`src/include/layer_params.svh`:
```
/*
 * Layer dimensions
 * Sizes of the fully connected layer and its MAC array
 */
`ifndef LAYER_PARAMS_SVH
`define LAYER_PARAMS_SVH

// Length of the input vector
`define LAYER_IN_LEN 8

// Number of outputs of the layer
`define LAYER_OUT_LEN 16

// MAC lanes working in parallel
`define LAYER_LANES 4

// Outputs handled by one lane, one per row
`define LAYER_ROWS (`LAYER_OUT_LEN / `LAYER_LANES)

// Width of samples, weights, biases and results
`define LAYER_DATA_W 16

`endif

```
`src/rtl/layer_pkg.sv`:
```
/*
 * Layer types
 * Data words, address fields and sequencer states of the layer
 */
`include "layer_params.svh"

package layer_pkg;

   // Signed sample, weight, bias or result
   typedef logic signed [`LAYER_DATA_W-1:0] data_t;

   // Position in the input vector
   typedef logic [$clog2(`LAYER_IN_LEN)-1:0] vec_addr_t;

   // Entry of a lane weight table, row * IN_LEN + column
   typedef logic [$clog2(`LAYER_IN_LEN * `LAYER_ROWS)-1:0] weight_addr_t;

   typedef logic [$clog2(`LAYER_ROWS)-1:0] row_t;          // Row of a lane
   typedef logic [$clog2(`LAYER_OUT_LEN)-1:0] out_idx_t;   // Output number

   typedef enum logic [1:0] {
      SEQ_IDLE,      // Waiting for a new vector
      SEQ_LOAD,      // Taking in the input words
      SEQ_COMPUTE,   // Running the MAC lanes
      SEQ_STREAM     // Sending the results
   } seq_state_t;

endpackage

```
`src/rtl/layer_coef_pkg.sv`:
```
/*
 * Layer coefficients
 * Weight and bias tables of the four MAC lanes
 */
`include "layer_params.svh"

package layer_coef_pkg;

   // Lane weights, entry row * 8 + column
   localparam layer_pkg::data_t weight_table
      [0:`LAYER_LANES-1][0:`LAYER_IN_LEN*`LAYER_ROWS-1] = '{
      '{
         -16'sd38,  16'sd33,  16'sd109, 16'sd24,  -16'sd3,   -16'sd45,  -16'sd19,  16'sd48,
         16'sd103,  16'sd18,  16'sd82,  -16'sd28, 16'sd101,  -16'sd64,  -16'sd108, 16'sd3,
         -16'sd18,  16'sd107, 16'sd2,   -16'sd45, -16'sd85,  16'sd22,   16'sd86,   16'sd32,
         -16'sd1,   -16'sd105, 16'sd81, 16'sd42,  16'sd45,   16'sd39,   -16'sd54,  16'sd63
      },
      '{
         16'sd29,   -16'sd75, -16'sd24, 16'sd89,  -16'sd12,  -16'sd72,  16'sd114,  -16'sd15,
         -16'sd11,  -16'sd4,  -16'sd36, 16'sd105, 16'sd53,   -16'sd50,  -16'sd37,  16'sd72,
         -16'sd110, -16'sd77, 16'sd9,   16'sd71,  16'sd1,    16'sd100,  16'sd15,   -16'sd72,
         16'sd90,   16'sd84,  16'sd7,   -16'sd36, 16'sd56,   -16'sd106, 16'sd20,   16'sd22
      },
      '{
         -16'sd109, -16'sd24, 16'sd30,  16'sd68,  -16'sd123, -16'sd41,  16'sd119,  16'sd31,
         16'sd54,   16'sd121, 16'sd12,  16'sd60,  -16'sd48,  16'sd3,    -16'sd37,  16'sd78,
         16'sd93,   -16'sd101, 16'sd116, -16'sd83, 16'sd31,  -16'sd49,  16'sd124,  16'sd29,
         -16'sd78,  16'sd8,   16'sd67,  16'sd81,  16'sd87,   16'sd63,   -16'sd18,  -16'sd105
      },
      '{
         -16'sd2,   -16'sd5,  16'sd22,  -16'sd23, 16'sd96,   -16'sd58,  16'sd36,   -16'sd70,
         16'sd126,  16'sd113, -16'sd73, 16'sd94,  -16'sd73,  16'sd92,   -16'sd104, -16'sd98,
         -16'sd64,  -16'sd77, -16'sd4,  -16'sd9,  -16'sd113, 16'sd20,   16'sd21,   -16'sd3,
         16'sd115,  16'sd106, 16'sd14,  -16'sd126, -16'sd1,  -16'sd93,  16'sd0,    16'sd126
      }
   };

   // Lane biases, one per row
   localparam layer_pkg::data_t bias_table [0:`LAYER_LANES-1][0:`LAYER_ROWS-1] = '{
      '{-16'sd70, 16'sd120, 16'sd71,  -16'sd60},
      '{-16'sd47, 16'sd115, -16'sd83, 16'sd67},
      '{16'sd41,  16'sd38,  -16'sd81, -16'sd106},
      '{16'sd103, 16'sd83,  16'sd0,   -16'sd10}
   };

endpackage

```
`src/rtl/layer_sequencer.sv`:
```
/*
 * Layer sequencer
 * Moves the layer through load, compute and stream, and generates the
 * operand addresses and the delayed MAC strobes
 */
`include "layer_params.svh"

module layer_sequencer (
   input  logic                    clk,
   input  logic                    reset,
   input  logic                    s_valid,
   input  logic                    stream_done,
   output logic                    s_ready,
   output logic                    vec_wr_en,
   output logic                    acc_clear,
   output logic                    acc_en,
   output logic                    row_done,
   output logic                    results_ready,
   output layer_pkg::vec_addr_t    vec_addr,
   output layer_pkg::weight_addr_t weight_addr,
   output layer_pkg::row_t         bias_addr,
   output layer_pkg::row_t         row_idx
);
   import layer_pkg::*;

   seq_state_t state;
   seq_state_t next_state;
   vec_addr_t  load_cnt;      // Words taken in so far
   vec_addr_t  col;
   row_t       row;
   row_t       row_d1;
   logic       col_active;    // Low while the row bias is fetched
   logic       drain;         // All operands issued, pipeline still busy
   logic       load_last;
   logic       issue_clear;
   logic       issue_acc;
   logic       issue_last;
   logic       acc_last;
   logic       compute_last;

   assign s_ready      = (state == SEQ_LOAD);
   assign vec_wr_en    = s_ready & s_valid;
   assign load_last    = vec_wr_en && (load_cnt == vec_addr_t'(`LAYER_IN_LEN - 1));
   assign issue_clear  = (state == SEQ_COMPUTE) && !drain && !col_active;
   assign issue_acc    = (state == SEQ_COMPUTE) && !drain && col_active;
   assign issue_last   = issue_acc && (col == vec_addr_t'(`LAYER_IN_LEN - 1));
   assign compute_last = row_done && (row_idx == row_t'(`LAYER_ROWS - 1));

   assign vec_addr    = (state == SEQ_LOAD) ? load_cnt : col;
   assign weight_addr = {row, col};   // row * 8 + column
   assign bias_addr   = row;

   always_comb begin
      next_state = state;
      case (state)
         SEQ_IDLE:    if (s_valid) next_state = SEQ_LOAD;
         SEQ_LOAD:    if (load_last) next_state = SEQ_COMPUTE;
         SEQ_COMPUTE: if (compute_last) next_state = SEQ_STREAM;
         SEQ_STREAM:  if (stream_done) next_state = SEQ_IDLE;
         default:     next_state = SEQ_IDLE;
      endcase
   end

   always_ff @(posedge clk) begin
      if (reset || state == SEQ_IDLE) begin
         load_cnt   <= '0;
         col        <= '0;
         row        <= '0;
         col_active <= 1'b0;
         drain      <= 1'b0;
      end else begin
         if (vec_wr_en)
            load_cnt <= load_cnt + 1'b1;
         if (issue_clear)
            col_active <= 1'b1;
         if (issue_acc)
            col <= col + 1'b1;
         if (issue_last) begin
            col        <= '0;
            col_active <= 1'b0;
            row        <= row + 1'b1;
            if (row == row_t'(`LAYER_ROWS - 1))
               drain <= 1'b1;   // Last row issued
         end
      end
   end

   always_ff @(posedge clk) begin
      if (reset)
         state <= SEQ_IDLE;
      else
         state <= next_state;
   end

   // Strobes trail the addresses by the one cycle read latency
   always_ff @(posedge clk) begin
      if (reset) begin
         acc_clear     <= 1'b0;
         acc_en        <= 1'b0;
         acc_last      <= 1'b0;
         row_done      <= 1'b0;
         results_ready <= 1'b0;
      end else begin
         acc_clear     <= issue_clear;
         acc_en        <= issue_acc;
         acc_last      <= issue_last;
         row_done      <= acc_last;       // Accumulator settled
         results_ready <= compute_last;
      end
   end

   // Row number follows row_done through the pipeline
   always_ff @(posedge clk) begin
      row_d1  <= row;
      row_idx <= row_d1;
   end

endmodule

```
`src/rtl/layer_top.sv`:
```
/*
 * Layer top
 * Fully connected 8 to 16 layer with ReLU on four parallel MAC lanes
 */
`include "layer_params.svh"

module layer_top (
   input  logic             clk,
   input  logic             reset,
   input  logic             s_valid,
   input  logic             m_ready,
   input  layer_pkg::data_t data_in,
   output logic             s_ready,
   output logic             m_valid,
   output layer_pkg::data_t data_out
);
   import layer_pkg::*;

   logic         vec_wr_en;
   logic         acc_clear;
   logic         acc_en;
   logic         row_done;
   logic         results_ready;
   logic         stream_done;
   vec_addr_t    vec_addr;
   weight_addr_t weight_addr;
   row_t         bias_addr;
   row_t         row_idx;
   data_t        lane_result [0:`LAYER_LANES-1];

   layer_sequencer u_sequencer (
      .clk           (clk),
      .reset         (reset),
      .s_valid       (s_valid),
      .stream_done   (stream_done),
      .s_ready       (s_ready),
      .vec_wr_en     (vec_wr_en),
      .acc_clear     (acc_clear),
      .acc_en        (acc_en),
      .row_done      (row_done),
      .results_ready (results_ready),
      .vec_addr      (vec_addr),
      .weight_addr   (weight_addr),
      .bias_addr     (bias_addr),
      .row_idx       (row_idx)
   );

   mac_array u_mac_array (
      .clk         (clk),
      .reset       (reset),
      .vec_wr_en   (vec_wr_en),
      .acc_clear   (acc_clear),
      .acc_en      (acc_en),
      .data_in     (data_in),
      .vec_addr    (vec_addr),
      .weight_addr (weight_addr),
      .bias_addr   (bias_addr),
      .lane_result (lane_result)
   );

   result_buffer u_result_buffer (
      .clk           (clk),
      .reset         (reset),
      .row_done      (row_done),
      .results_ready (results_ready),
      .m_ready       (m_ready),
      .row_idx       (row_idx),
      .lane_result   (lane_result),
      .m_valid       (m_valid),
      .stream_done   (stream_done),
      .data_out      (data_out)
   );

endmodule

```
`src/rtl/mac_array.sv`:
```
/*
 * MAC array
 * Input vector memory feeding one word per cycle to all MAC lanes
 */
`include "layer_params.svh"

module mac_array (
   input  logic                    clk,
   input  logic                    reset,
   input  logic                    vec_wr_en,
   input  logic                    acc_clear,
   input  logic                    acc_en,
   input  layer_pkg::data_t        data_in,
   input  layer_pkg::vec_addr_t    vec_addr,
   input  layer_pkg::weight_addr_t weight_addr,
   input  layer_pkg::row_t         bias_addr,
   output layer_pkg::data_t        lane_result [0:`LAYER_LANES-1]
);
   import layer_pkg::*;

   data_t vec_mem [0:`LAYER_IN_LEN-1];
   data_t x_word;   // Input word shared by the lanes

   always_ff @(posedge clk) begin
      if (vec_wr_en)
         vec_mem[vec_addr] <= data_in;
      x_word <= vec_mem[vec_addr];   // Registered read
   end

   genvar lane;
   generate
      for (lane = 0; lane < `LAYER_LANES; lane++) begin : g_lane
         mac_lane #(
            .LANE(lane)
         ) u_mac_lane (
            .clk         (clk),
            .reset       (reset),
            .acc_clear   (acc_clear),
            .acc_en      (acc_en),
            .x_word      (x_word),
            .weight_addr (weight_addr),
            .bias_addr   (bias_addr),
            .acc         (lane_result[lane])
         );
      end
   endgenerate

endmodule

```
`src/rtl/mac_lane.sv`:
```
/*
 * MAC lane
 * Reads its own weights and biases and accumulates one output row
 * with 16-bit wrapping arithmetic
 */
`include "layer_params.svh"

module mac_lane #(
   parameter int LANE = 0
) (
   input  logic                    clk,
   input  logic                    reset,
   input  logic                    acc_clear,
   input  logic                    acc_en,
   input  layer_pkg::data_t        x_word,
   input  layer_pkg::weight_addr_t weight_addr,
   input  layer_pkg::row_t         bias_addr,
   output layer_pkg::data_t        acc
);
   import layer_pkg::*;
   import layer_coef_pkg::*;

   data_t                           weight_q;
   data_t                           bias_q;
   logic signed [2*`LAYER_DATA_W-1:0] full_product;
   data_t                           product;

   // ROM reads, one cycle latency like the input memory
   always_ff @(posedge clk) begin
      weight_q <= weight_table[LANE][weight_addr];
      bias_q   <= bias_table[LANE][bias_addr];
   end

   assign full_product = weight_q * x_word;
   assign product      = full_product[`LAYER_DATA_W-1:0];   // Truncated to one word

   always_ff @(posedge clk) begin
      if (reset)
         acc <= '0;
      else if (acc_clear)
         acc <= bias_q;             // Start of a row
      else if (acc_en)
         acc <= acc + product;      // Wraps modulo 2^16
   end

endmodule

```
`src/rtl/result_buffer.sv`:
```
/*
 * Result buffer
 * Stores the rectified lane results and streams the 16 outputs in order
 * with m_ready back-pressure
 */
`include "layer_params.svh"

module result_buffer (
   input  logic             clk,
   input  logic             reset,
   input  logic             row_done,
   input  logic             results_ready,
   input  logic             m_ready,
   input  layer_pkg::row_t  row_idx,
   input  layer_pkg::data_t lane_result [0:`LAYER_LANES-1],
   output logic             m_valid,
   output logic             stream_done,
   output layer_pkg::data_t data_out
);
   import layer_pkg::*;

   data_t    results [0:`LAYER_OUT_LEN-1];
   out_idx_t rd_ptr;      // Output being offered
   logic     out_fire;
   logic     last_word;

   // ReLU, then output row * 4 + lane
   always_ff @(posedge clk) begin
      if (row_done) begin
         for (int l = 0; l < `LAYER_LANES; l++) begin
            if (lane_result[l][`LAYER_DATA_W-1])
               results[out_idx_t'(int'(row_idx) * `LAYER_LANES + l)] <= '0;
            else
               results[out_idx_t'(int'(row_idx) * `LAYER_LANES + l)] <= lane_result[l];
         end
      end
   end

   assign out_fire    = m_valid & m_ready;
   assign last_word   = (rd_ptr == out_idx_t'(`LAYER_OUT_LEN - 1));
   assign stream_done = out_fire & last_word;
   assign data_out    = results[rd_ptr];   // Held while the pointer waits

   always_ff @(posedge clk) begin
      if (reset) begin
         m_valid <= 1'b0;
         rd_ptr  <= '0;
      end else if (results_ready) begin
         m_valid <= 1'b1;
         rd_ptr  <= '0;
      end else if (out_fire) begin
         if (last_word)
            m_valid <= 1'b0;             // All outputs delivered
         else
            rd_ptr <= rd_ptr + 1'b1;
      end
   end

endmodule

```
`config.mk`:
```
export PLATFORM = sky130hd
export DESIGN_NAME = layer_top
export DESIGN_NICKNAME = d
export VERILOG_FILES = /design/src/rtl/layer_pkg.sv /design/src/rtl/layer_coef_pkg.sv /design/src/rtl/layer_sequencer.sv /design/src/rtl/layer_top.sv /design/src/rtl/mac_array.sv /design/src/rtl/mac_lane.sv /design/src/rtl/result_buffer.sv
export VERILOG_INCLUDE_DIRS = /design/src /design/src/include
export SDC_FILE = /design/constraint.sdc
export NUM_CORES = 2
export LEC_CHECK = 0
export BUFFER_PORTS_ARGS = -buffer_cell sky130_fd_sc_hd__buf_2
export CORE_MARGIN = 2
export CORE_UTILIZATION = 55
export DETAILED_ROUTE_END_ITERATION = 12
export MAX_ROUTING_LAYER = met4
export PLACE_DENSITY_LB_ADDON = 0.05
export SETUP_SLACK_MARGIN = 0.15
export SLEW_MARGIN = 20
export SYNTH_ARGS = -nofsm -noshare
export SYNTH_HDL_FRONTEND = slang
export SYNTH_HIERARCHICAL = 1
export SYNTH_SLANG_ARGS = --single-unit
```
`constraint.sdc`:
```
create_clock -name clk -period 11.36 [get_ports clk]
set_input_delay 0 -clock clk [delete_from_list [all_inputs] [get_ports clk]]
set_output_delay 0 -clock clk [all_outputs]
set_load 0.03 [all_outputs]
```
# Word level (Yosys, flattened, before mapping)
# Memories as Yosys holds them, arrays and structs flattened. A register that Yosys moved wholly into a read port is not among the register bits.
# Index checks and enable logic that the tools add are counted.
[totals] romBits=2048 wordCells=147 mem_count=6 mem_bits_rw=384 input_bits=20 reg_bits=154
[classes] addsub=11 bitwise_logic=10 mux=61 magnitude_cmp=1 reduce_logical=19 multipliers=4 eq_ne=12
[memory_table] name="(name not given)" depth=32 word_bits=16 read_ports=1 rd_ports_with_merged_regs=1 wr=0 line_no="mac_lane.sv:30" text="weight_q <= weight_table[LANE][weight_addr];"
[memory_table] name="(name not given)" depth=32 word_bits=16 read_ports=1 rd_ports_with_merged_regs=1 wr=0 line_no="mac_lane.sv:30"
[memory_table] name="(name not given)" depth=32 word_bits=16 read_ports=1 rd_ports_with_merged_regs=1 wr=0 line_no="mac_lane.sv:30"
[memory_table] name="(name not given)" depth=32 word_bits=16 read_ports=1 rd_ports_with_merged_regs=1 wr=0 line_no="mac_lane.sv:30"
[memory_table] name="u_result_buffer.results" depth=16 word_bits=16 read_ports=1 rd_ports_with_merged_regs=1 wr=4 line_no="result_buffer.sv:22" text="data_t results [0:`LAYER_OUT_LEN-1];"
[memory_table] name="u_mac_array.vec_mem" depth=8 word_bits=16 read_ports=1 rd_ports_with_merged_regs=1 wr=1 line_no="mac_array.sv:21" text="data_t vec_mem [0:`LAYER_IN_LEN-1];"
[op_table] cell="2-to-1 mux 16 bit" n=20
[op_table] cell="binary-select mux 16 bit (select 2 bit)" n=4
[op_table] cell="adder 16 bit" n=4
[op_table] cell="multiplier 16 x 16 -> 16 bit" n=4
[op_table] cell="2-to-1 mux 1 bit" n=29
[op_table] cell="adder 4 x 1 -> 4 bit (second input constant)" n=2
[op_table] cell="adder 4 x 2 -> 4 bit (second input constant)" n=2
[op_table] cell="equality test 2 bit (second input constant)" n=4
[op_table] cell="2-to-1 mux 2 bit" n=4
[op_table] cell="2-to-1 mux 4 bit" n=2
[op_table] cell="one-hot mux 2 bit (4 select lines)" n=1
[op_table] cell="adder 3 x 1 -> 3 bit (second input constant)" n=2
[op_table] cell="equality test 3 bit (second input constant)" n=2
[op_table] cell="logical AND 1 bit" n=6
[op_table] cell="inequality test 2 bit (second input constant)" n=3
[op_table] cell="inverter 5 -> 6 bit" n=1
[op_table] cell="AND reduction 2 bit" n=3
[op_table] cell="nonzero test 2 bit" n=3
[op_table] cell="equality test 4 bit (second input constant)" n=1
[op_table] cell="OR 1 bit" n=4
[op_table] cell="AND reduction 4 bit" n=1
[op_table] cell="OR reduction 2 bit" n=2
[op_table] cell="bitwise AND 1 bit" n=3
[op_table] cell=">= comparator 3 bit (second input constant)" n=1
[op_table] cell="other kinds (9)" n=10

# Logic depth before layout (Yosys ltp)
[logic_depth] word_depth=5 ltp_mapped=22

# Hierarchy
# The synthesis kept the hierarchy.
[by_module_without_submodules] mod="result_buffer" cells_per_inst=519 instances=1 area_per_inst_um2=10500.1
[by_module_without_submodules] mod="mac_lane (u_mac_array.g_lane[0].u_mac_lane)" cells_per_inst=659 instances=1 area_per_inst_um2=5771.8
[by_module_without_submodules] mod="mac_lane (u_mac_array.g_lane[1].u_mac_lane)" cells_per_inst=668 instances=1 area_per_inst_um2=5761.8
[by_module_without_submodules] mod="mac_lane (u_mac_array.g_lane[3].u_mac_lane)" cells_per_inst=664 instances=1 area_per_inst_um2=5711.7
[by_module_without_submodules] mod="mac_lane (u_mac_array.g_lane[2].u_mac_lane)" cells_per_inst=649 instances=1 area_per_inst_um2=5671.7
[by_module_without_submodules] mod="mac_array" cells_per_inst=238 instances=1 area_per_inst_um2=5292.6
[by_module_without_submodules] mod="layer_sequencer" cells_per_inst=86 instances=1 area_per_inst_um2=892.1

# Worst setup path after synthesis
# OpenSTA, ideal clock, no wires.
[synth_timing] path_type="register -> register" from="register u_mac_array.x_word[2], read port of u_mac_array.vec_mem" to="register u_mac_array.g_lane[0].u_mac_lane.acc[15]" stages_incl_launch_ff=18 t_arrival_ps=5488 path_slack_ps=5738 required_time_ps=11227 n_path_buf=0 path_cell_list="dfxtp_1 > nand2_1 > fa_1 > fa_1 > fa_1 > fa_1 > inv_1 > fa_1 > inv_1 > fa_1 > inv_1 > ha_1 > a21o_1 > a21oi_1 > inv_1 > o41ai_4 > xnor2_1 > o22ai_1"
[synth_between] elab_chain_cells=4
[synth_rtl] item="from (decl)" line_no="mac_array.sv:22" text="data_t x_word;"
[synth_rtl] item="multiplier 16 x 16 -> 16 bit" line_no="mac_lane.sv:34" text="assign full_product = weight_q * x_word;"
[synth_rtl] item="adder 16 bit" line_no="mac_lane.sv:43" text="acc <= acc + product;"
[synth_rtl] item="2-to-1 mux 16 bit" line_no="mac_lane.sv:42" text="else if (acc_en)"
[synth_rtl] item="2-to-1 mux 16 bit" line_no="mac_lane.sv:40" text="else if (acc_clear)"
[synth_rtl] item="to (signal assigned)" line_no="mac_lane.sv:41" text="acc <= bias_q;"
[synth_rtl] item="to (signal assigned)" line_no="mac_lane.sv:43"
[synth_rtl] item="to (decl)" line_no="mac_lane.sv:18" text="output layer_pkg::data_t acc"
# No other way between the ends. The select of a mux whose other input is x is not followed.
# A chain may end at the register's enable or synchronous reset.

# Worst setup path after layout
[layout_timing] from="register u_mac_array.x_word[1], read port of u_mac_array.vec_mem" to="register u_mac_array.g_lane[2].u_mac_lane.acc[15]"
[layout_between] elab_chain_cells=4
[layout_rtl] item="multiplier 16 x 16 -> 16 bit" line_no="mac_lane.sv:34"
[layout_rtl] item="adder 16 bit" line_no="mac_lane.sv:43"
[layout_rtl] item="2-to-1 mux 16 bit" line_no="mac_lane.sv:42"
[layout_rtl] item="2-to-1 mux 16 bit" line_no="mac_lane.sv:40"
[layout_rtl] item="to (signal assigned)" line_no="mac_lane.sv:41"
[layout_rtl] item="to (signal assigned)" line_no="mac_lane.sv:43"
[layout_rtl] item="to (decl)" line_no="mac_lane.sv:18"
# No other way between the ends. The select of a mux whose other input is x is not followed.

==> impl_results.md <==
- Core area: 71,400 µm²
- Register area: 14,800 µm²
- Final ANT Viol Nets: 0
- Initial antenna violation count: 2
- Final worst setup slack: 5480 ps
- Critical path class: flip-flop to flip-flop
- Cell Pwr Density: 320 nW/µm²
- Fill count: 5,921
- CTS buffer count: 59
- First-pass GRT wire length: 149 mm
- Synth Area per Inst: 11.4 µm²
- Yosys reg bits: 548
- Largest net degree at the start of global routing: 102
- Synth Instances: 3,483
- Area contributors post-synth: edfxtp_1 (29%), fa_1 (18%), ha_1 (9.9%), dfxtp_1 (8.3%), inv_1 (6.3%)
- Top cell type's share of synthesized area: 0.291
- Seq/Total Area, Yosys: 0.374
- Worst r2r src: u_mac_array/x_word[1]
- Post-CTS Setup Inserts: 0
- Initial DRC count: 1,749
- Place WS: 5520 ps
- Setup crit end kind: flip-flop
- Detail-routed via count per cell: 5.54
- Row count: 98
- Synth unique cells: 67
- Post-synth top area cell: edfxtp_1
- Status: complete, no violations
- Setup violations, final: 0
- Clock Path Buffers: 3
- Die height: 272 µm
- Die area: 74,200 µm²
- Relative slew slack: 0.301
- Max-slew violations: 0
- Root Buffer: clkbuf_16
- Global route overflow: 0
- Crit path time final: 5880 ps
- Area of the multi-input gates: 21,800 µm²
- Critical Path Source: u_mac_array/x_word[1]
- Ys Warns: 6
- Worst path required time: 11,820 ps
- FF-to-FF setup slack: 5480 ps
- CP Max Fanout: 32
- Via count: 25,100
- Worst Hold Class: input port to flip-flop
- Min-Delay Path Depth: 2
- Main synth FF type: edfxtp_1
- Drt pass-1 iters: 5
- Ys async rst share: 0
- GRT Overall Usage: 0.270
- I/O pins: 38
- CTS tree: built
- Final setup TNS: 0 ps
- Worst Hold Slack: 173 ps
- H-tree depth: 2
- DR DRC count: 0
- Drt wl/cell: 20.6 µm
- DRT Wirelength: 93.5 mm
- Starting Density: 0.555
- Most frequent cell after synthesis: inv_1
- Min-Delay Endpoint: u_mac_array/vec_mem[7][0]
- DP HPWL: 67.9 mm
- Worst Setup Start Kind: flip-flop
- Area growth from synthesis to layout: 8.91%
- Clk_skew: 40.2 ps
- GP Congestion: 0.877
- Peak supply drop: 611 µV
- Max cap viols: 0
- Nets: 4,216
- Post-Syn Area: 39,600 µm²
- Critical path arrival: 6340 ps
- Final worst path period share: 0.518
- Post-synth top cells: inv_1 (661), edfxtp_1 (384), fa_1 (352)
- RSZ-0062 raised after global routing: no
- CTS sink cnt: 548
- Min-Delay Startpoint: data_in[0]
- Endpoints failing hold: 0
- Die W: 272 µm
- Worst skew pair latency: 640 ps
- Worst R2R Path Depth: 18
- Achievable Freq: 170 MHz
- FF-to-FF End: u_mac_array/g_lane[2].u_mac_lane/acc[15]
- Leakage: 17.5 nW
- Clk slew on worst S/H paths: 70 ps
- Port-buffer cells: 37
- Worst-margin pin slew: 1050 ps
- Post-synth EDFFs: 384
- Vias in the first global route: 26,400
- Layout cells sized above 1: 0.0905
what timing repair did:
item | CTS | global route
hold endpoints to repair | 146 | 0
hold buffers | 19 | 0
gates resized for setup | 0 | 0
worst max-delay path, stage by stage, from the launching register on:
cell     delay [ps]
dfxtp_1         310
buf_4           360
nand2_1         240
fa_1            780
fa_1            500
fa_1            500
fa_1            540
inv_1            50
fa_1            470
inv_1            50
fa_1            470
inv_1            40
ha_1            360
a21o_1          200
a21oi_1         180
inv_1           110
o41ai_4         300
xnor2_1         150
o22ai_1         100
logic make-up after synthesis:
group / synth area share
fa+ha+maj: 0.277
simple gates: 0.0986
buf+inv: 0.0785
other cells: 0.0000947
flops: 0.374
mux: 0.0736
xor+xnor: 0.0341
compound gates: 0.0639
metrics by stage:
step | cells | cell area [µm²] | util | power (W)
after floorplan | 3498 | 39700 | - | 0.0101
after global placement | 4400 | 40800 | 0.572 | 0.0115
after detailed placement | 4400 | 40800 | 0.572 | 0.0118
after CTS | 4531 | 43100 | 0.604 | 0.0139
after global routing | 4532 | 43100 | 0.604 | 0.0153
final | 4533 | 43100 | 0.604 | 0.0138
state kept, by name, indices dropped and copies added, names as in the netlist, 3 cells and up, named ones only:
signal,count
u_mac_array/g_lane.u_mac_lane/bias_q,22
u_mac_array/vec_mem,128
u_result_buffer/results,256
u_mac_array/g_lane.u_mac_lane/acc,64
u_mac_array/g_lane.u_mac_lane/weight_q,32
u_sequencer/load_cnt,3
u_result_buffer/rd_ptr,4
u_mac_array/x_word,16
u_sequencer/col,3
power by group:
part           internal (W)  switching [W]  leakage [nW]  total [W]
sequential          0.00218      0.0000806          4.32    0.00226
combinational       0.00451        0.00500          12.2    0.00952
clock               0.00119       0.000836         0.985    0.00202
total               0.00788        0.00592          17.5     0.0138
per-layer routing:
layer,vias to the layer above,global-route usage,share of wire
li1,11600,-,-
met1,12700,0.352,0.43
met2,679,0.442,0.48
met3,180,0.0310,0.048
met4,0,0.0937,0.039
met5,-,-,0
area by class of cell:
type	instances	share of cell area
clock buffers	72	0.0368
well taps	950	0.0276
clock inverters	40	0.0116
diodes	2	0.000116
inverters	663	0.0577
repair buffers	105	0.0172
multi-input cells	2153	0.505
flip-flops and latches	548	0.344
layout by cell type (no fill, tap or decap), drive strengths merged, types with 24 or more instances in the layout:
cell type	n
nand2	254
mux2	34
xnor2	117
o21ai	76
buf	86
a211oi	24
ha	314
inv	666
a22oi	42
nor2	115
fa	352
nor2b	30
mux4	98
a21oi	128
o21a	31
clkbuf	72
dfxtp	164
edfxtp	384
and2	281
xor2	25
how the worst max path moves through the flow:
| stage | endpoint | slack [ps] |
|---|---|---|
| 2_1_floorplan | u_mac_array/g_lane[0].u_mac_lane/acc[15] | 5740 |
| 3_3_place_gp | u_mac_array/g_lane[0].u_mac_lane/acc[15] | 5560 |
| 3_5_place_dp | u_mac_array/g_lane[2].u_mac_lane/acc[15] | 5520 |
| 4_1_cts | u_mac_array/g_lane[0].u_mac_lane/acc[15] | 5470 |
| 5_1_grt | u_mac_array/g_lane[2].u_mac_lane/acc[15] | 5120 |
| 6_report | u_mac_array/g_lane[2].u_mac_lane/acc[15] | 5480 |
Note: power is estimated with default switching activity, not from simulation.
